<file path="config.mk">
export PLATFORM = sky130hd
export DESIGN_NAME = dma_engine
export DESIGN_NICKNAME = d
export VERILOG_FILES = /design/src/hdl/shm_pkg.sv /design/src/hdl/dma_engine.sv
export VERILOG_INCLUDE_DIRS = /design/src /design/src/hdl
export SDC_FILE = /design/constraint.sdc
export NUM_CORES = 1
export LEC_CHECK = 0
export BUFFER_PORTS_ARGS = -buffer_cell sky130_fd_sc_hd__buf_2
export CORE_UTILIZATION = 52
export CTS_BUF_LIST = sky130_fd_sc_hd__clkbuf_16
export CTS_CLUSTER_SIZE = 14
export DETAILED_ROUTE_END_ITERATION = 8
export PLACE_DENSITY = 0.86
export SLEW_MARGIN = 40
export SYNTH_ARGS = -nofsm -noshare
export SYNTH_HDL_FRONTEND = slang
export SYNTH_SLANG_ARGS = --single-unit
export TNS_END_PERCENT = 100
</file>
<file path="constraint.sdc">
create_clock -name clk_28 -period 4.44 [get_ports clk_28]
set_input_delay 0.666 -clock clk_28 [delete_from_list [all_inputs] [get_ports clk_28]]
set_output_delay 0.666 -clock clk_28 [all_outputs]
set_load 0.01 [all_outputs]
</file>
<file path="src/hdl/shm_defines.svh">
`ifndef SHM_DEFINES_SVH
`define SHM_DEFINES_SVH

// ========================================
// Processor memory geometry
// ========================================

`define SHM_ADDR_W 4          // Word address bits
`define SHM_DEPTH 16          // Words in the processor memory
`define SHM_DATA_W 16         // Bits per memory word

// ========================================
// Step clocking
// ========================================

// Cycles the synchronised button must sit at a new level before it counts
`define SHM_DEBOUNCE_CYCLES 8

// Auto mode step period in clk_28 cycles
`define SHM_STEP_DIV 4

`endif
</file>
<file path="src/hdl/shm_pkg.sv">
`include "shm_defines.svh"

package shm_pkg;

	// ========================================
	// Plain vectors
	// ========================================

	typedef logic [`SHM_ADDR_W-1:0] mem_addr_t;   // Word address into proc memory
	typedef logic [`SHM_DATA_W-1:0] mem_word_t;   // One memory word
	typedef logic [6:0] seg7_t;                   // Active low, bit 0 is segment a

	// ========================================
	// DMA command
	// ========================================

	typedef enum logic [1:0] {
		ACT_IDLE = 2'd0,                          // No operation, ack only
		ACT_COPY = 2'd1,                          // Block copy src to dst
		ACT_FILL = 2'd2,                          // Block fill with constant
		ACT_RSVD = 2'd3                           // Treated like idle
	} dma_action_e;

	typedef struct packed {
		dma_action_e             action;          // What to do
		mem_addr_t               src;             // First source word
		mem_addr_t               dst;             // First destination word
		logic [`SHM_ADDR_W-1:0]  len;             // Word count minus one
		mem_word_t               fill_value;      // Constant for fill
	} dma_cmd_t;

	// Engine request to memory port A
	typedef struct packed {
		mem_addr_t  addr;                         // Read or write address
		mem_word_t  wdata;                        // Write data
		logic       we;                           // Write strobe
	} mem_req_t;

	// Engine FSM, kept here with the other types
	typedef enum logic [1:0] {
		ST_IDLE,                                  // Waiting for start
		ST_READ,                                  // Copy read step
		ST_WRITE,                                 // Write step
		ST_DONE                                   // Ack cycle
	} dma_state_e;

endpackage

</file>
<file path="src/hdl/dma_engine.sv">
`timescale 1ns/1ns
`include "shm_defines.svh"

module dma_engine
	import shm_pkg::*;
(
	input  logic      clk_28,
	input  logic      rst_n,
	input  logic      step_en,                    // Advance enable
	input  logic      start,                      // Level, rising edge launches
	input  dma_cmd_t  cmd,                        // Sampled on launch
	output mem_req_t  req,                        // To memory port A
	input  mem_word_t rdata,                      // From memory port A
	output logic      ack,                        // One cycle done pulse
	output logic      busy,                       // Command in flight
	output mem_addr_t ptr_out                     // Last word written
);

	dma_state_e state;                            // Engine FSM
	dma_cmd_t   cmd_q;                            // Latched command
	logic       start_q;                          // Start delayed one clock
	logic       launch;                           // Accepted start edge
	logic       last_word;                        // Word counter at len
	logic [`SHM_ADDR_W-1:0] idx;                  // Word counter
	mem_addr_t  src_addr;
	mem_addr_t  dst_addr;

	// ========================================
	// Launch and addressing
	// ========================================

	assign launch    = start & ~start_q & ~busy;  // Edges while busy are dropped
	assign last_word = (idx == cmd_q.len);
	assign src_addr  = cmd_q.src + idx;           // Wraps mod 16
	assign dst_addr  = cmd_q.dst + idx;

	assign busy = (state == ST_READ) || (state == ST_WRITE);
	assign ack  = (state == ST_DONE);             // Busy falls in the same cycle

	always_ff @(posedge clk_28 or negedge rst_n) begin
		if (!rst_n) begin
			start_q <= 1'b0;
		end else begin
			start_q <= start;
		end
	end

	// ========================================
	// Memory request
	// ========================================

	// Source address is held outside the write step so rdata stays current
	always_comb begin
		req.addr  = src_addr;
		req.wdata = (cmd_q.action == ACT_FILL) ? cmd_q.fill_value : rdata;
		req.we    = 1'b0;
		if (state == ST_WRITE && step_en) begin
			req.addr = dst_addr;
			req.we   = 1'b1;                      // Write on the step only
		end
	end

	// ========================================
	// Copy and fill FSM
	// ========================================

	always_ff @(posedge clk_28 or negedge rst_n) begin
		if (!rst_n) begin
			state   <= ST_IDLE;
			ptr_out <= '0;
			idx     <= '0;
		end else begin
			case (state)
				ST_READ: begin
					if (step_en) begin
						state <= ST_WRITE;        // rdata valid next clock
					end
				end
				ST_WRITE: begin
					if (step_en) begin
						ptr_out <= dst_addr;
						if (last_word) begin
							state <= ST_DONE;
						end else begin
							idx   <= idx + 1'b1;
							state <= (cmd_q.action == ACT_COPY) ? ST_READ : ST_WRITE;
						end
					end
				end
				ST_DONE: begin
					state <= ST_IDLE;             // Single ack cycle
				end
				default: ;
			endcase

			// Launch happens only in idle or done where nothing above is lost
			if (launch) begin
				idx <= '0;
				case (cmd.action)
					ACT_COPY: state <= ST_READ;
					ACT_FILL: state <= ST_WRITE;  // No read needed
					default:  state <= ST_DONE;   // Ack without a write
				endcase
			end
		end
	end

	// Command payload register
	always_ff @(posedge clk_28) begin
		if (launch) begin
			cmd_q <= cmd;
		end
	end

endmodule

</file>
==> impl_metrics.py, run 1 <==
metrics = {
    "pwr": {
        "max-vdd-ir-drop_v": 0.0003852,
        "total_power_mw": 1.435,
        "leakagePower_nw": 1.172,
        "power.density_mw_per_mm2": 553.9,
    },
    "yosys": {
        "syn_area_per_cell_um2": 13.42,
        "synth_seq_area_share_pct": 58.06,
        "synthCells": 151,
        "async_flop_share_pct": 26.83,
        "synth_nets": 213,
        "ys_ff_latch": 41,
        "yosys_warnings": 0,
        "synthTopCellsByCount": "edfxtp_1, mux2_2, nand2_1",
        "yosys.area.top_type": "edfxtp_1",
        "netlist_area_mm2": 0.002026,
        "ys_types": 38,
        "synth.most_common_cell": "edfxtp_1",
        "synthTopCellsByArea": "edfxtp_1, dfrtp_1, mux2_2",
        "synth_edf_count": 30,
        "synth_ff_type": "edfxtp_1",
        "synth_top_area_share_pct": 44.47,
    },
    "global_routing": {
        "overflow": 0,
        "grt_first_pass_wirelength_um": 6099,
        "grt_max_degree": 25,
        "grt_util_all_layers_pct": 19.86,
        "grt_pass1_vias": 1407,
        "antenna_found_initial": 0,
    },
    "final_layout": {
        "insertedDiodeCount": 0,
        "multiInputGateArea_um2": 785.8,
        "fin_nets": 293,
        "final.fill_count": 250,
        "synthToLayoutAreaGrowth_pct": 27.86,
        "final_layout_size_suffix_gt1_share_pct": 45.26,
        "register_area_mm2": 0.001176,
    },
    "sta": {
        "setup_ws_ps": 1376,
        "maxSlewHeadroom_pct": 51.06,
        "drv_slew": 0,
        "tightest_slew_ps": 730.7,
        "rsz0062_at_grt": "no",
        "fin_crit_ps": 3064,
        "setup_viol_count_final": 0,
        "worst_clock_skew_ps": 3.240,
        "timing.setup.tns_ps": 0,
        "final_hold_viol_count": 0,
        "fin_crit_sh_pct": 69.00,
        "clock.fmax_ghz": 0.3264,
    },
    "place": {
        "gp_congestion": 0.8655,
        "hpwl_um": 2915,
        "dpl_worst_slack_ps": 1609,
        "place.port_buffers": 76,
    },
    "clock_network": {
        "cts.htree.levels": 2,
        "cts_root_buf": "clkbuf_16",
        "cts_buffer_depth": 2,
        "ctsResizeCount": 0,
        "post_cts_buffers": 0,
        "clk_latency_ps": 280,
        "cts_tree": "yes",
        "numCtsBuffers": 5,
        "path_clk_slew_ps": 60,
        "clock-sinks": 41,
        "cts_hold_buf": 0,
    },
    "die": {
        "die_w_um": 64.42,
        "io_pins": 77,
        "die-height_um": 64.42,
        "core-area_mm2": 0.003689,
        "rows": 22,
        "start_util_pct": 54.92,
        "fp.dieArea_mm2": 0.004149,
    },
    "route": {
        "drtAntennaViolNets": 0,
        "vias": 1478,
        "routed_via_density": 5.279,
        "wl_um": 3857,
        "dr.pass1.iters": 4,
        "drcViolationCount": 0,
        "dr.first_iter.drc_count": 72,
        "wire_per_inst_um": 13.78,
    },
    "setup_path": {
        "crit_path_max_fanout": 16,
        "crit_required_ps": 3770,
        "r2r-start": "state[0]",
        "startpoint_type": "register",
        "r2r_slack_ps": 2320,
        "r2r_cells": 6,
        "r2r_end": "state[1]",
        "crit_type": "register to primary output",
        "worstPathArrival_ps": 2400,
        "end_kind": "primary output",
    },
    "flow_run": {
        "maxCapViolCount": 0,
    },
    "status": {
        "outcome": "finished clean",
    },
    "worst_hold_path": {
        "hold_class": "input port to async pin",
    },
}
-- worst max-delay path by stage --
stage	from	to	slack, ps
5_1_grt	state[0]	req[20]	1220
6_report	state[0]	req[20]	1380
4_1_cts	state[0]	req[20]	1380
3_5_place_dp	step_en	req[20]	1610
3_3_place_gp	step_en	req[20]	1620
2_1_floorplan	idx[2]	req[20]	2040
-- power by group --
group,internal [mW],switching (mW),leakage [nW]
registers,0.508,0.0610,0.412
clock network,0.204,0.130,0.0748
logic,0.231,0.302,0.685
-- layout make-up --
type	count	area share, %
clock inverters	3	0.5314
well taps	48	2.319
repair buffers	77	14.98
multi-input cells	95	30.34
flip-flops and latches	41	45.41
clock buffers	5	4.831
inverters	11	1.594
-- per-stage QoR --
stage / cell area, um2 / std cells / hold WS (ps) / util [%]
after global placement: 2449 / 272 / 473.4 / 66.38
after detailed placement: 2451 / 272 / 488.0 / 66.45
after floorplan: 2026 / 151 / 370.4 / -
after global routing: 2590 / 280 / 268.1 / 70.22
final: 2590 / 280 / 259.0 / 70.22
after CTS: 2590 / 280 / 258.3 / 70.22
-- sequential cells by signal, indices dropped and copies added (netlist names) --
register and cells:
start_q 1, cmd_q 30, ptr_out 4, state 2
idx 4
-- layer usage --
metal  global-route usage (%)  wire, um
met1                    21.70      1561
met2                    35.00      1896
met3                    7.923       370
met4                    6.389        28
met5                        0         0
-- kinds of logic after synthesis --
logic type      count (synthesis)  synth area share, %
compound gates                 20                7.351
xor+xnor                        7                3.397
fa+ha+maj                      12                8.153
buf+inv                        15                3.273
flops                          41                58.06
mux                            18                9.883
simple gates                   38                9.883
-- cells in the final DEF (no fill, tap or decap), types with 2 or more instances in the layout --
cell type / n
nand3b_1: 3
dfrtp_1: 11
nand4_1: 2
a31oi_1: 2
ha_1: 10
fa_1: 2
o21ai_0: 4
nor3_1: 2
clkinv_2: 2
edfxtp_1: 30
nand2_1: 14
nand3_1: 2
clkbuf_16: 5
xnor2_1: 5
mux2_2: 16
buf_2: 76
nand2b_1: 2
a21oi_1: 5
inv_1: 12
nor2_1: 5
nor2b_1: 2
mux2i_1: 2
-- worst max-delay path: stages (launching register included) --
cell and delay [ps]:
dfrtp_1 400, inv_1 60, ha_1 230, nand2_1 400, inv_1 240, nand4_1 130, o311ai_1 130, a2111oi_1 340
buf_2 200
Power figures use the tool's default switching activity.
==> run 2, diff against run 1 <==
CORE_UTILIZATION = 49   (was 52)
PLACE_DENSITY = 0.82   (was 0.86)
clock period = 3.2 ns   (was 4.44 ns; I/O delays follow)
==> impl_metrics.py, run 2 (synthesized netlist as in run 1, its figures left out) <==
metrics = {
    "place": {
        "place.port_buffers": 76,
        "hpwl_um": 3003,
        "gp_congestion": 0.8520,
        "dp.cells": 276,
    },
    "route": {
        "drcViolationCount": 0,
        "routed_via_density": 5.067,
        "wire_per_inst_um": 13.99,
        "dr.first_iter.drc_count": 60,
        "dr.pass1.iters": 4,
        "drtAntennaViolNets": 0,
        "wl_um": 3974,
        "vias": 1439,
    },
    "final_layout": {
        "largest_register_ffs": 30,
        "insertedDiodeCount": 0,
        "layoutNonFillerInstCount": 284,
        "mostFrequentLayoutCells": "buf_2, edfxtp_1, mux2_2",
        "synthToLayoutAreaGrowth_pct": 29.83,
        "top_regs": "cmd_q x30, idx x4, ptr_out x4",
        "layout_commonest_cell": "buf_2",
        "fin_nets": 295,
        "final_layout_size_suffix_gt1_share_pct": 45.30,
        "top_register": "cmd_q",
    },
    "sta": {
        "fin_crit_ps": 2668,
        "maxSlewHeadroom_pct": 51.10,
        "rsz0062_at_grt": "no",
        "timing.setup.tns_ps": 0,
        "tightest_slew_ps": 729.0,
        "setup_viol_count_final": 0,
        "drv_slew": 0,
        "worst_clock_skew_ps": 3.643,
        "clock.fmax_ghz": 0.3749,
        "fin_crit_sh_pct": 83.36,
        "final_hold_viol_count": 0,
    },
    "pwr": {
        "max-vdd-ir-drop_v": 0.0004654,
        "power.density_mw_per_mm2": 789.0,
        "leakagePower_nw": 1.184,
    },
    "clock_network": {
        "ctsResizeCount": 0,
        "path_clk_slew_ps": 60,
        "cts.htree.levels": 2,
        "cts_hold_buf": 0,
        "post_cts_buffers": 0,
        "numCtsBuffers": 5,
        "cts_buffer_depth": 2,
        "clk_latency_ps": 280,
        "clock-sinks": 41,
        "cts_tree": "yes",
        "cts_root_buf": "clkbuf_16",
    },
    "worst_hold_path": {
        "hold_class": "input port to async pin",
    },
    "setup_path": {
        "worstPathArrival_ps": 2190,
        "crit_required_ps": 2720,
        "crit_type": "register to primary output",
        "startpoint_type": "register",
        "end_kind": "primary output",
        "crit_path_max_fanout": 12,
    },
    "global_routing": {
        "antenna_found_initial": 0,
        "grt_first_pass_wirelength_um": 6216,
        "grt_util_all_layers_pct": 19.41,
        "grt_pass1_vias": 1389,
        "grt_max_degree": 22,
        "overflow": 0,
    },
    "die": {
        "die_w_um": 66.30,
        "io_pins": 77,
        "core-area_mm2": 0.003971,
        "start_util_pct": 51.01,
        "die-height_um": 66.30,
        "rows": 23,
        "fp.dieArea_mm2": 0.004395,
    },
    "status": {
        "outcome": "finished clean",
    },
    "flow_run": {
        "maxCapViolCount": 0,
    },
}
run 2: power breakdown:
| part | total, mW | internal, mW | switching [mW] |
|---|---|---|---|
| registers | 0.787 | 0.705 | 0.0820 |
| clock network | 0.543 | 0.363 | 0.181 |
| logic | 0.744 | 0.328 | 0.416 |
| total | 2.08 | 1.40 | 0.678 |
run 2: critical path, cell delays in order, from the launching register on:
cell       delay (ps)
dfrtp_1           400
inv_1              60
ha_1              230
nand2_1           210
buf_4             220
a221o_1           120
o311ai_1          110
a2111oi_1         350
buf_2             200
run 2: path summary, 6_finish.rpt:
path                            start         end  slack, ps  depth (start not counted)
max                          state[0]     req[20]        530                          8
min                             rst_n    state[1]         70                          1
max reg2reg                  state[0]   cmd_q[11]        780                          5
min reg2reg                ptr_out[1]  ptr_out[1]        480                          2
max in group asynchronous       rst_n      idx[1]       2910                          1
min in group clk_28             start     start_q        330                          1
run 2: final cells by class:
cell class / instances / area (um2)
Clock buffer: 5 / 125.1
Clock inverter: 3 / 38.79
Fill cell: 300 / 1341
Inverter: 11 / 41.29
Multi-Input combinational cell: 95 / 783.3
Sequential cell: 41 / 1176
Tap cell: 50 / 62.56
Timing Repair Buffer: 79 / 402.9
run 2: metrics by stage:
step / utilization, % / total power [mW] / instance area [um2] / setup WS [ps] / hold slack, ps
after floorplan: - / 1.278 / 2026 / 981.7 / 184.4
after global placement: 62.10 / 1.512 / 2466 / 948.6 / 370.3
after detailed placement: 62.10 / 1.532 / 2466 / 856.8 / 370.3
after CTS: 66.23 / 2.093 / 2630 / 504.5 / 76.21
after global routing: 66.23 / 2.218 / 2630 / 308.7 / 81.28
final: 66.23 / 2.075 / 2630 / 532.3 / 71.16
run 2: per-layer routing:
layer	GRT usage [%]	up-vias	routed length [um]	part of all wire, %
li1	-	719	-	-
met1	24.58	683	1696	43
met2	32.91	31	2097	53
met3	4.138	6	130	3.3
met4	6.383	0	51	1.3
met5	0	-	0	0
